File: config.mk
export PLATFORM = sky130hd
export DESIGN_NAME = fsqrt_result
export DESIGN_NICKNAME = d
export VERILOG_FILES = /design/src/hdl/fsqrt_pkg.sv /design/src/hdl/fsqrt_result.sv
export SDC_FILE = /design/constraint.sdc
export NUM_CORES = 2
export LEC_CHECK = 0
export BUFFER_PORTS_ARGS = -buffer_cell sky130_fd_sc_hd__buf_2
export CORE_MARGIN = 5
export CORE_UTILIZATION = 45
export CTS_CLUSTER_SIZE = 24
export DETAILED_ROUTE_END_ITERATION = 10
export PLACE_DENSITY = 0.65
export REMOVE_ABC_BUFFERS = 1
export SYNTH_ARGS = -nofsm -noshare
export SYNTH_HDL_FRONTEND = slang
export SYNTH_SLANG_ARGS = --single-unit
File: constraint.sdc
create_clock -name clk -period 8.3 [get_ports clk]
set_input_delay 0 -clock clk [delete_from_list [all_inputs] [get_ports clk]]
set_output_delay 0 -clock clk [all_outputs]
set_load 0.02 [all_outputs]
File: src/hdl/fsqrt_pkg.sv
package fsqrt_pkg;

  // ieee single fields.
  localparam int EXP_W = 8;
  localparam int FRAC_W = 23;

  // mantissa in q2.23, lies in [1,4) once the exponent is made even.
  localparam int MANT_W = 25;

  // reciprocal square root estimate in q1.27.
  localparam int EST_W = 28;

  localparam int SEED_BITS = 5;
  localparam int SEED_DEPTH = 32;
  localparam int NR_STEPS = 3;

  // mantissa times estimate, q3.50.
  localparam int ROOT_W = MANT_W + EST_W;

  localparam logic [EXP_W-1:0] EXP_BIAS_HALF = 8'd64;

  // result queue entries, also the input credits held after reset.
  localparam int QUEUE_DEPTH = 8;
  // two extra bits leave room for downstream credits beyond the queue depth.
  localparam int CNT_W = $clog2(QUEUE_DEPTH) + 2;

  typedef struct packed {
    logic              sign;
    logic [EXP_W-1:0]  exp;
    logic [FRAC_W-1:0] frac;
  } fp32_t;

  typedef struct packed {
    logic              special;     // result fixed by the special-case rule.
    fp32_t             special_val;
    logic [MANT_W-1:0] mant;
    logic [EXP_W-1:0]  exp_half;    // biased exponent of a root in [1,2).
  } dec_t;

  typedef struct packed {
    dec_t             dec;
    logic [EST_W-1:0] est;
  } nr_t;

  // 1/sqrt of each bin midpoint, indexed by mant[24:20].
  // entries below 8 are never reached since the mantissa is at least 1.
  localparam logic [EST_W-1:0] seed_table [SEED_DEPTH] = '{
    28'h8000000, 28'h8000000, 28'h8000000, 28'h8000000,
    28'h8000000, 28'h8000000, 28'h8000000, 28'h8000000,
    28'h7C2F000, 28'h7576000, 28'h6FBA000, 28'h6AC3000,
    28'h6666000, 28'h6289000, 28'h5F14000, 28'h5BF6000,
    28'h5921000, 28'h568B000, 28'h542C000, 28'h51FC000,  // m in [2,2.5).
    28'h4FF6000, 28'h4E14000, 28'h4C53000, 28'h4AAF000,
    28'h4925000, 28'h47B2000, 28'h4654000, 28'h450A000,
    28'h43D1000, 28'h42A8000, 28'h418E000, 28'h4082000
  };

endpackage

File: src/hdl/fsqrt_result.sv
module fsqrt_result import fsqrt_pkg::*; (
  input  logic  clk,
  input  logic  rst_n,
  input  logic  in_valid,
  input  nr_t   in_op,
  output logic  res_valid,
  output fp32_t res
);

  logic [ROOT_W-1:0] root;
  logic [ROOT_W-1:0] norm;
  logic [EXP_W-1:0]  exp_norm;
  logic [EXP_W-1:0]  exp_fin;
  logic [FRAC_W:0]   sig;
  logic              rnd;
  logic [FRAC_W+1:0] sig_rnd;
  logic [FRAC_W-1:0] frac_fin;
  fp32_t             res_next;

  // sqrt(m) = m * (1/sqrt(m)), q3.50 with 1.0 at bit 50.
  assign root = in_op.dec.mant * in_op.est;

  // the root is close to [1,2), but the estimate can leave it just outside.
  always_comb begin
    if (root[ROOT_W-2]) begin
      norm     = root;
      exp_norm = in_op.dec.exp_half + 8'd1;
    end else if (root[ROOT_W-3]) begin
      norm     = root << 1;
      exp_norm = in_op.dec.exp_half;
    end else begin
      norm     = root << 2;
      exp_norm = in_op.dec.exp_half - 8'd1;
    end
  end

  assign sig     = norm[ROOT_W-2 -: FRAC_W+1];
  assign rnd     = norm[ROOT_W-FRAC_W-3];
  assign sig_rnd = {1'b0, sig} + (FRAC_W+2)'(rnd);

  // rounding up from all ones carries into the exponent.
  always_comb begin
    if (sig_rnd[FRAC_W+1]) begin
      frac_fin = sig_rnd[FRAC_W:1];
      exp_fin  = exp_norm + 8'd1;
    end else begin
      frac_fin = sig_rnd[FRAC_W-1:0];
      exp_fin  = exp_norm;
    end
  end

  always_comb begin
    if (in_op.dec.special) begin
      res_next = in_op.dec.special_val;
    end else begin
      res_next = {1'b0, exp_fin, frac_fin};  // root of a positive operand.
    end
  end

  always_ff @(posedge clk) begin
    if (!rst_n) begin
      res_valid <= 1'b0;
    end else begin
      res_valid <= in_valid;
    end
  end

  always_ff @(posedge clk) begin
    res <= res_next;
  end

endmodule

# After elaboration in Yosys (flattened, before gate mapping)
# Index checks and enable logic that the tools add are counted.
[op_classes]
n_addsub = 4
n_mul = 1
div_mod_pow = 0
magnitude_cmp = 0
eq_ne = 0
shift = 0
mux = 7
bitwise_logic = 0
n_reduce_logical = 0
[ops]
columns = ["operator", "count"]
rows = [
  ["$mux W52", 2],
  ["$mul A25 B28 Y52", 1],
  ["$mux W31", 1],
  ["$add A24 B1 Y25", 1],
  ["$mux W8", 3],
  ["$mux W23", 1],
  ["$add A8 B1 Y8 const B", 2],
  ["$sub A8 B1 Y8 const B", 1],
]
[word_totals]
ff_bits = 33
latchBits = 0
ramBits = 0
rom_bits = 0
out_inout_bits = 33
elab_cells = 16
memories = 0

# Longest topological paths before layout
[logic_depth]
word_depth = 6
ltp_mapped = 41

# Worst setup path before layout
# OpenSTA, ideal clock, no wires.
[synth_path]
path_type = "input to register"
startpoint = "input port in_op[40] (netlist name)"
endpoint = "register res[16] (netlist name)"
arrival_ns = 8.756
required_time_ns = 8.205
slack_ns = -0.551
cell_stages = 37
path_buffers = 7
cell_sequence = "clkbuf_1 buf_1 nand2_1 fa_1 inv_1 fa_1 inv_1 fa_1 fa_1 inv_1 fa_1 fa_1 inv_1 fa_1 inv_1 ha_1 and4_1 and3_1 a21boi_2 a31o_2 a211oi_2 nor3_1 buf_4 buf_4 buf_2 buf_1 buf_1 a211oi_1 a21oi_1 ha_1 ha_1 nand3_1 a211o_1 a21o_1 a2111oi_4 xor2_1 a221oi_1"
[synth_rtl]
columns = ["item", "line", "source"]
rows = [
  ["start, declared", "fsqrt_result.sv:5", "input nr_t in_op,"],
  ["end signal, assigned", "fsqrt_result.sv:69", "res <= res_next;"],
  ["end, declared", "fsqrt_result.sv:7", "output fp32_t res"],
]

==> flow_metrics.py <==
metrics = {
    "drt": {
        "avgViaCountPerCell": 5.23,
        "wl_met3_um": 3120,
        "vias": 21200,
        "ant_nets": 0,
        "drcViolationCount": 0,
        "routed.top_layer": "met4",
        "wl_met1_um": 30200,
        "dr.pass1.iters": 5,
        "met2WireLength_um": 35300,
        "postRouteWirelength_um": 70000,
        "drt_iter0_markers": 1209,
        "avgRoutedWirePerCell_um": 17.3,
    },
    "synthesis": {
        "ys.flop_type": "dfxtp_1",
        "synthTopCellsByArea": "fa_1, inv_1, ha_1, and2_1, nand2_1",
        "async_flop_share_pct": 0,
        "ys_ff_latch": 33,
        "synth_top_area_cell": "fa_1",
        "synth_area_um2": 26200,
        "syn_avg_cell_area_um2": 8.47,
        "yosysMostFrequentCell": "inv_1",
        "synth_cell_types": 96,
        "syn_inst": 3099,
        "synthTopCellsByCount": "inv_1, fa_1, nand2_1",
        "synth_top_area_share_pct": 45.2,
        "ys_seq_area_share_pct": 2.52,
        "synth-edff-count": 0,
        "yosysWarnings": 0,
    },
    "floorplanning": {
        "pin_count": 130,
        "die_area_um2": 63300,
        "fp-row-count": 88,
        "die_h_um": 252,
        "die_w_um": 252,
        "core-area_um2": 57700,
        "start_util_pct": 45.5,
    },
    "worst_setup_path": {
        "required_ns": 8.47,
        "start_kind": "input pin",
        "max_stage_delay_ns": 0.56,
        "path_class": "input pin to flip-flop",
        "cpMostUsedCell": "fa_1",
        "endpoint_kind": "flip-flop",
        "critPathMaxFanout": 27,
        "slowest_stage": "fa_1",
        "arrival_ns": 8.19,
    },
    "global_route": {
        "grt_pass1_wl_um": 119000,
        "grt_antenna_before_repair": 2,
        "gr-total-overflow": 0,
        "grt_max_degree": 44,
        "grt_pass1_vias": 23000,
        "grt_usage_pct": 22.8,
    },
    "clock_tree": {
        "clock_path_buffers": 2,
        "cts_tree": "yes",
        "cts_sinks": 33,
        "cts_made_buffers": 5,
        "clock-root-buffer": "clkbuf_16",
        "htreeDepth": 2,
        "clk_pin_slew_ns": 0.05,
    },
    "finish": {
        "multiInputGateArea_um2": 22500,
        "drive_gt1_share_pct": 11.9,
        "syn_to_final_growth_pct": 11.8,
        "regArea_um2": 661,
        "n_fill_cell": 5570,
        "stdcell_area_um2": 29300,
        "nNetsFinal": 4159,
    },
    "sta": {
        "final.setup.tns_ns": 0,
        "slew_headroom_pct": 45.7,
        "final_hold_viol_count": 0,
        "hold_slack_ns": 0.00454,
        "finalMaxSlewViolations": 0,
        "fin_crit_ns": 8.02,
        "tightest_slew_ns": 0.807,
        "finalSetupViolCount": 0,
        "fmax_ghz": 0.125,
        "period_share_pct": 96.6,
    },
    "run_status": {
        "status": "finished clean",
    },
    "place": {
        "routabilityCongestion": 0.912,
        "io_buffer_count": 129,
        "dpl.hpwl_um": 61100,
        "placedInstanceArea_um2": 28700,
    },
    "min_path": {
        "hold_path.class": "input pin to flip-flop",
    },
    "job": {
        "maxCapViolations": 0,
    },
}
[registers in the layout, summed over array words and instances, names as in the netlist]
signal	flops
res	32
res_valid	1
[area by class of cell]
cell class                      count  share of cell area [%]
Multi-Input combinational cell   2218                    76.5
Inverter                          683                    8.74
Timing Repair Buffer              343                    8.61
Tap cell                          765                    3.26
Sequential cell                    33                    2.25
Clock buffer                        7                   0.486
Clock inverter                      1                   0.102
Antenna cell                        2                  0.0171
[per-layer routing]
layer | up-vias | track usage [%]
met2 | 559 | 40.3
met1 | 10800 | 30.9
met4 | 0 | 4.15
met5 | - | 0
met3 | 102 | 2.23
li1 | 9726 | -
[through the flow]
| step | cells | setup WS, ns | utilization (%) |
|---|---|---|---|
| 3_3_place_gp | 4010 | 0.0536 | 49.7 |
| 3_5_place_dp | 4010 | -0.0399 | 49.7 |
| 6_report | 4052 | 0.280 | 50.9 |
| 4_1_cts | 4046 | 0.244 | 50.5 |
| 5_1_grt | 4051 | -0.0214 | 50.9 |
| 2_1_floorplan | 2934 | -1.81 | - |
[placed cells by master (no fill, tap or decap), types with 16 or more instances in the layout]
cell | synthesis | final
inv_1 | 682 | 682
fa_1 | 593 | 593
nand2_1 | 478 | 477
and2_1 | 357 | 357
ha_1 | 185 | 182
buf_4 | 3 | 174
buf_2 | 22 | 108
a21oi_1 | 85 | 80
nor2_1 | 79 | 78
o21ai_0 | 62 | 58
dfxtp_1 | 33 | 33
dlygate4sd3_1 | 0 | 29
nand3_1 | 27 | 27
xnor2_1 | 27 | 26
nand4_1 | 23 | 23
nor3_1 | 24 | 22
clkbuf_4 | 0 | 20
xor2_1 | 17 | 17
o211ai_1 | 16 | 16
[logic make-up after synthesis]
family | Yosys count | synth area share, %
buffers and inverters | 848 | 12.4
AND/OR/NAND/NOR | 1069 | 20.5
adder cells (fa/ha/maj) | 778 | 54.1
AO/OA/AOI/OAI | 309 | 8.33
XOR/XNOR | 46 | 1.62
multiplexers | 16 | 0.639
flip-flops | 33 | 2.52
[final timing paths]
path                   from               to  slack, ns  cells past startpoint
hold / removal    in_op[83]  res[22]$_DFF_P_      0.005                      3
setup / recovery  in_op[37]  res[20]$_DFF_P_       0.28                     33
[what timing repair did]
action	CTS	global route
hold buffers	28	1
resized for setup	0	48
buffers inserted	0	3
endpoints found under the hold margin	28	1
endpoints found under the setup margin	0	31
[critical path, delay by kind of cell]
family	cells	cell delay, ns
fa+ha+maj	10	4.32
buf+inv	9	0.98
simple gates	5	0.86
compound gates	9	2.03
Power is not shown: default switching activity piles up to over one toggle a cycle in this logic, so the estimate is an artifact.
