`src/hdl/fsqrt_pkg.sv`:
```
package fsqrt_pkg;

  // ieee single fields.
  localparam int EXP_W = 8;
  localparam int FRAC_W = 23;

  // mantissa in q2.23, lies in [1,4) once the exponent is made even.
  localparam int MANT_W = 25;

  // reciprocal square root estimate in q1.27.
  localparam int EST_W = 28;

  localparam int SEED_BITS = 5;
  localparam int SEED_DEPTH = 32;
  localparam int NR_STEPS = 3;

  // mantissa times estimate, q3.50.
  localparam int ROOT_W = MANT_W + EST_W;

  localparam logic [EXP_W-1:0] EXP_BIAS_HALF = 8'd64;

  // result queue entries, also the input credits held after reset.
  localparam int QUEUE_DEPTH = 8;
  // two extra bits leave room for downstream credits beyond the queue depth.
  localparam int CNT_W = $clog2(QUEUE_DEPTH) + 2;

  typedef struct packed {
    logic              sign;
    logic [EXP_W-1:0]  exp;
    logic [FRAC_W-1:0] frac;
  } fp32_t;

  typedef struct packed {
    logic              special;     // result fixed by the special-case rule.
    fp32_t             special_val;
    logic [MANT_W-1:0] mant;
    logic [EXP_W-1:0]  exp_half;    // biased exponent of a root in [1,2).
  } dec_t;

  typedef struct packed {
    dec_t             dec;
    logic [EST_W-1:0] est;
  } nr_t;

  // 1/sqrt of each bin midpoint, indexed by mant[24:20].
  // entries below 8 are never reached since the mantissa is at least 1.
  localparam logic [EST_W-1:0] seed_table [SEED_DEPTH] = '{
    28'h8000000, 28'h8000000, 28'h8000000, 28'h8000000,
    28'h8000000, 28'h8000000, 28'h8000000, 28'h8000000,
    28'h7C2F000, 28'h7576000, 28'h6FBA000, 28'h6AC3000,
    28'h6666000, 28'h6289000, 28'h5F14000, 28'h5BF6000,
    28'h5921000, 28'h568B000, 28'h542C000, 28'h51FC000,  // m in [2,2.5).
    28'h4FF6000, 28'h4E14000, 28'h4C53000, 28'h4AAF000,
    28'h4925000, 28'h47B2000, 28'h4654000, 28'h450A000,
    28'h43D1000, 28'h42A8000, 28'h418E000, 28'h4082000
  };

endpackage

```
`src/hdl/fsqrt_result_queue.sv`:
```
module fsqrt_result_queue import fsqrt_pkg::*; (
  input  logic  clk,
  input  logic  rst_n,
  input  logic  wr_valid,
  input  fp32_t wr_data,
  input  logic  out_credit,
  output logic  out_valid,
  output fp32_t out_data,
  output logic  in_credit
);

  // pointers wrap on their own, the depth is a power of two.
  fp32_t                          mem [QUEUE_DEPTH];
  logic [$clog2(QUEUE_DEPTH)-1:0] wr_ptr;
  logic [$clog2(QUEUE_DEPTH)-1:0] rd_ptr;
  logic [CNT_W-1:0]               count;
  logic [CNT_W-1:0]               credit_cnt;
  logic                           pop;

  assign pop = (count != '0) && (credit_cnt != '0);

  assign out_valid = pop;
  assign out_data  = mem[rd_ptr];
  assign in_credit = pop;  // the freed slot goes back upstream.

  always_ff @(posedge clk) begin
    if (wr_valid) begin
      mem[wr_ptr] <= wr_data;
    end
  end

  always_ff @(posedge clk) begin
    if (!rst_n) begin
      wr_ptr     <= '0;
      rd_ptr     <= '0;
      count      <= '0;
      credit_cnt <= '0;
    end else begin
      if (wr_valid) begin
        wr_ptr <= wr_ptr + 1'b1;
      end
      if (pop) begin
        rd_ptr <= rd_ptr + 1'b1;
      end
      count      <= count + CNT_W'(wr_valid) - CNT_W'(pop);
      credit_cnt <= credit_cnt + CNT_W'(out_credit) - CNT_W'(pop);
    end
  end

  // upstream credits cover the whole pipeline, so a write never finds the queue full.
  a_no_overflow: assert property (@(posedge clk) disable iff (!rst_n)
    wr_valid |-> count < CNT_W'(QUEUE_DEPTH))
    else $error("result queue written while full");

  a_credit_no_wrap: assert property (@(posedge clk) disable iff (!rst_n)
    out_credit && !pop |-> credit_cnt != '1)
    else $error("output credit counter wrapped");

endmodule

```
`config.mk`:
```
export PLATFORM = sky130hd
export DESIGN_NAME = fsqrt_result_queue
export DESIGN_NICKNAME = d
export VERILOG_FILES = /design/src/hdl/fsqrt_pkg.sv /design/src/hdl/fsqrt_result_queue.sv
export SDC_FILE = /design/constraint.sdc
export NUM_CORES = 1
export LEC_CHECK = 0
export ABC_AREA = 1
export BUFFER_PORTS_ARGS = -buffer_cell sky130_fd_sc_hd__buf_2
export CELL_PAD_IN_SITES_DETAIL_PLACEMENT = 1
export CELL_PAD_IN_SITES_GLOBAL_PLACEMENT = 1
export CORE_MARGIN = 2
export CORE_UTILIZATION = 45
export CTS_CLUSTER_SIZE = 30
export DETAILED_ROUTE_END_ITERATION = 6
export GPL_TIMING_DRIVEN = 0
export PLACE_DENSITY_LB_ADDON = 0.1
export SYNTH_ARGS = -nofsm -noshare
export SYNTH_HDL_FRONTEND = slang
export SYNTH_SLANG_ARGS = --single-unit
```
`constraint.sdc`:
```
create_clock -name clk -period 3.32 [get_ports clk]
set_input_delay 0.332 -clock clk [delete_from_list [all_inputs] [get_ports clk]]
set_output_delay 0.332 -clock clk [all_outputs]
set_load 0.01 [all_outputs]
```
* Word-level counts from Yosys, hierarchy flattened
Memories as Yosys holds them, arrays and structs flattened. A register that Yosys moved wholly into a read port is not among the register bits.
Cells that the tools add are included.
** Cells by class
- Reductions and logical operators :: 3
- Muxes and demuxes :: 4
- Add/sub/neg operators :: 6
** Operators with widths (count)
- $add A5 B1 Y5 :: 2
- $reduce_bool A5 Y1 :: 2
- $sub A5 B1 Y5 :: 2
- $add A3 B1 Y3 const B :: 2
- $mux W3 :: 2
- $mux W1 :: 2
- $logic_and A1 B1 Y1 :: 1
** Storage, ports and cells
- Output and inout port bits :: 34
- Word-level logic and storage cells :: 18
- Register bits after elaboration :: 16
- Input bits :: 36
- Memories kept :: 1
- Bits in writable memories :: 256
** Memories
- mem :: depth 8, width 32, read ports 1, clocked after Yosys merged registers in 1, write ports 1, RTL line fsqrt_result_queue.sv:13 : fp32_t mem [QUEUE_DEPTH];

* Logic depth before layout (Yosys ltp)
- Word-level depth :: 4
- Gate-level depth with buffers :: 16
- Gate-level depth less buffers :: 16

* Worst setup path after synthesis
Ideal clock, no wire load.
- Path type :: in2reg
- Start :: input wr_valid
- End :: memory mem[0][0] (netlist bit) (enable)
- Path buffers :: 0
- Data arrival time :: 2056 ps
- Setup time :: 421 ps
- Stages on the path :: 3
- Data required time :: 2899 ps
- Path slack :: 843 ps
- Cell sequence :: inv_1 -> or2_2 -> nor2_1
** On the way
- Cells in the longest elaborated chain, start to end :: 2
** Ends and longest elaborated chain
- start: declaration :: RTL line fsqrt_result_queue.sv:4 : input logic wr_valid,
- $mux W1 :: RTL line fsqrt_result_queue.sv:27 : if (wr_valid) begin
- $mux W1 (not written as such) :: RTL line fsqrt_result_queue.sv:28 : mem[wr_ptr] <= wr_data;
- end: declaration :: RTL line fsqrt_result_queue.sv:13
Every way passes these cells.

==> impl_summary.log <==
[metrics] run status: finished, final reports clean
[metrics] Detail Route Antenna Nets: 0
[metrics] number of buffers created by CTS: 29
[metrics] most instantiated flip-flop cell in the synthesis netlist: edfxtp_1
[metrics] number of buffers added to fix hold violations after cts: 0
[metrics] overall track demand over capacity in global routing: around 22%
[metrics] worst r2r path cells: 15
[metrics] reg-to-reg slack, setup: about 0.84 ns
[metrics] actual transition at the worst max-transition pin: around 0.74 ns
[metrics] register clock-pin slew on the reported worst setup and hold paths: ~0.060 ns
[metrics] static leakage: about 5 nW
[metrics] cell area after layout: 0.0131 mm²
[metrics] largest cells by area after synthesis: edfxtp_1 68%, nand2_1 9.8%, nor2_1 6.3%, o21ai_0 4.5%, dfxtp_1 3.4%
[metrics] most area-hungry cell type in the Yosys netlist: edfxtp_1
[metrics] detail-routed via count per cell: 5.20
[metrics] proportion of synthesized chip area in sequential cells: a little under three quarters
[metrics] ratio of total power to cell area: 801 mW/mm²
[metrics] launch instance of the worst register-to-register path: credit_cnt[3]
[metrics] period utilisation layout: about four fifths
[metrics] endpoint class of the critical path: primary output
[metrics] cells resized by post-CTS repair: 0
[metrics] initial standard-cell utilization of the core: around 46%
[metrics] area after detailed placement: 0.0123 mm²
[metrics] Antenna Diode Count: 0
[metrics] class of the worst hold path: primary input to register
[metrics] required time of the critical path: between 2 and 3 ns
[metrics] Die H: roughly 160 µm
[metrics] top achievable clock speed: 386 MHz
[metrics] HPWL after DPL: 18.6 mm
[metrics] Mapped Area: between 0.01 and 0.015 mm²
[metrics] CTS Sinks: ~280
[metrics] final weighted congestion in routability-driven placement: around 0.76
[metrics] synthesized instance count: ~1000
[metrics] antenna violations before repair: 0
[metrics] Final setup viols: 0
[metrics] fraction of final layout cells sized beyond drive strength 1: 13.8%
[metrics] average size of a mapped cell: 11.2 µm²
[metrics] routed wire length per instance: 19.7 µm
[metrics] die area: 0.0263 mm²
[metrics] most numerous cell in the Yosys netlist: nand2_1
[metrics] gr ovfl total: 0
[metrics] Synth Register Bits: around 280
[metrics] Arrival @ worst endpoint: roughly 2.3 ns
[metrics] number of design rule violations left after detail routing: 0
[metrics] insertion delay to the later sink of the worst-skew pair: 0.54 ns
[metrics] unique cell type count in the Yosys netlist: 24
[metrics] largest buffer count on any clock path: 3
[metrics] count of buffers inserted at the top-level ports: between 60 and 70
[metrics] fraction of post-synthesis cell area in the top cell type by area: around two thirds
[metrics] clock root buffer: clkbuf_16
[metrics] number of core rows: between 50 and 60
[metrics] clock tree from TritonCTS: built
[metrics] Crit Path Category: register to primary output
[metrics] cell chain of the critical path: inv_2, clkbuf_1, o21ai_0, o21ai_0, nand2_1, nand2_1, buf_2
[metrics] TNS Setup: 0 ns
[metrics] number of setup buffers added after CTS: 0
[metrics] final count of pins violating max slew: 0
[metrics] number of enable flip-flop cells after synthesis: 256
[metrics] ys async rst share: 0%
[metrics] wire length after detailed routing: 28.7 mm
[metrics] vias in the first global route: a little under 8000
[metrics] maximum fanout along the worst path: 10
[metrics] Yosys warning total: 0
[metrics] master of the slowest instance on the critical path: clkbuf_1
[metrics] worst slew margin relative to its limit: 50.9%
[metrics] leading post-synthesis cells by instance count: 293 x nand2_1, 256 x edfxtp_1, 189 x nor2_1
[metrics] Total Nets Final: roughly 1200
[metrics] number of failing hold endpoints at the final stage: 0
[metrics] capture point of the critical path: out_data[12]
[metrics] layout overhead on the synthesized area: 16.3%
[metrics] first-pass GRT wire length: about 44 mm
[metrics] setup repair after global routing missed its margin: no
[metrics] violation count after the first detailed-routing iteration: approximately 470
[metrics] maximum number of pins on one net before global-route repair: 23
[metrics] Die W: between 150 and 200 µm
[metrics] Final Critical Period: roughly 2.6 ns
[metrics] area of the core: around 0.024 mm²
[metrics] routed via count: 7574
[metrics] Pre-Repair DR Iteration Count: 5
[metrics] sort of element at the start of the critical path: register
[metrics] depth of the CTS H-tree: 1
[metrics] peak supply drop: roughly 0.41 mV
[metrics] clk_skew: 0.00876 ns
[metrics] nets in the synthesized netlist: ~1100
[metrics] Top Ports: 70
[metrics] endpoint of the lowest-slack register-to-register path: credit_cnt[4]
[metrics] # fillers: around 2600
[metrics] total chip power: 0.0105 W
[metrics] largest stage delay on the critical path: 0.46 ns
[metrics] total of max-cap violations: 0
-- layout make-up --
cell class	count	area, µm²	share of cell area, %
plain buffers	50	302	2.30
repair buffers	77	536	4.08
clock inverters	10	77.6	0.592
flip-flops and latches	275	8070	61.5
clock buffers	39	763	5.82
well taps	324	405	3.09
multi-input cells	650	2840	21.7
inverters	31	116	0.887
-- metal layers --
metal / wire [µm] / part of all wire, % / global-route usage (%)
met5: 0 / 0 / 0
met4: 542 / 1.9 / 5.35
met3: 1230 / 4.3 / 2.48
met2: 14100 / 49 / 38.6
met1: 12800 / 45 / 30.4
-- critical path, delay by kind of cell, from the launching register on --
kind	cells	cell delay [ns]
compound gates	2	0.41
buf+inv	3	0.81
flops	1	0.31
simple gates	2	0.19
-- cell families (layout without fill, tap and decap cells) --
kind of cell | after synthesis | in the layout | share of synthesized area [%]
buffers and inverters | 81 | 207 | 3.71
XOR/XNOR | 2 | 2 | 0.155
AND/OR/NAND/NOR | 492 | 492 | 16.6
adder cells (fa/ha/maj) | 14 | 14 | 1.69
AO/OA/AOI/OAI | 142 | 142 | 6.31
flip-flops | 275 | 275 | 71.6
-- sequential cells by signal, indices dropped and copies added, names as in the netlist, named ones only --
| signal | cells |
|---|---|
| count | 5 |
| wr_ptr | 3 |
| rd_ptr | 3 |
| credit_cnt | 5 |
| mem | 256 |
-- report_power, final --
group | leakage [nW] | switching [W] | internal [W] | total (W)
sequential | 2.48 | 0.0000732 | 0.00395 | 0.00402
combinational | 2.12 | 0.00238 | 0.00119 | 0.00358
clock | 0.408 | 0.00124 | 0.00167 | 0.00291
-- worst min-delay path by stage --
stage | startpoint | end | slack [ns] | cells past startpoint
finish | wr_data[8] | mem[0][8] | 0.06 | 1
global route | rst_n | wr_ptr[2] | 0.07 | 3
CTS | rst_n | wr_ptr[2] | 0.04 | 3
detailed placement | wr_ptr[0] | wr_ptr[0] | 0.51 | 2
global placement | wr_ptr[0] | wr_ptr[0] | 0.49 | 2
floorplan | wr_data[0] | mem[0][0] | 0.43 | 0
-- metrics by stage --
stage | util [%] | cells | setup slack, ns | hold WS, ns
after floorplan | - | 1006 | 0.843 | 0.431
after global placement | 49.1 | 1399 | -0.797 | 0.487
after detailed placement | 50.2 | 1407 | 0.802 | 0.512
after CTS | 53.6 | 1456 | 0.700 | 0.0397
after global routing | 53.6 | 1456 | 0.522 | 0.0664
final | 53.6 | 1456 | 0.727 | 0.0569
-- cell usage in the layout, fill, tap and decap left out, types with 3 or more instances in the layout --
cell	Yosys	routed
buf_2	14	83
nor2_4	0	8
edfxtp_1	256	256
nand2_1	293	293
buf_4	8	8
buf_6	7	7
a21oi_1	10	10
inv_1	29	29
clkinv_1	0	3
dfxtp_1	19	19
clkbuf_16	0	29
buf_12	0	4
o21ai_1	30	30
clkbuf_1	16	26
buf_16	0	4
ha_1	12	12
o21ai_0	102	102
nand3_1	6	6
nor2_1	189	181
clkinv_2	0	4
(Power assumes the default switching activity.)
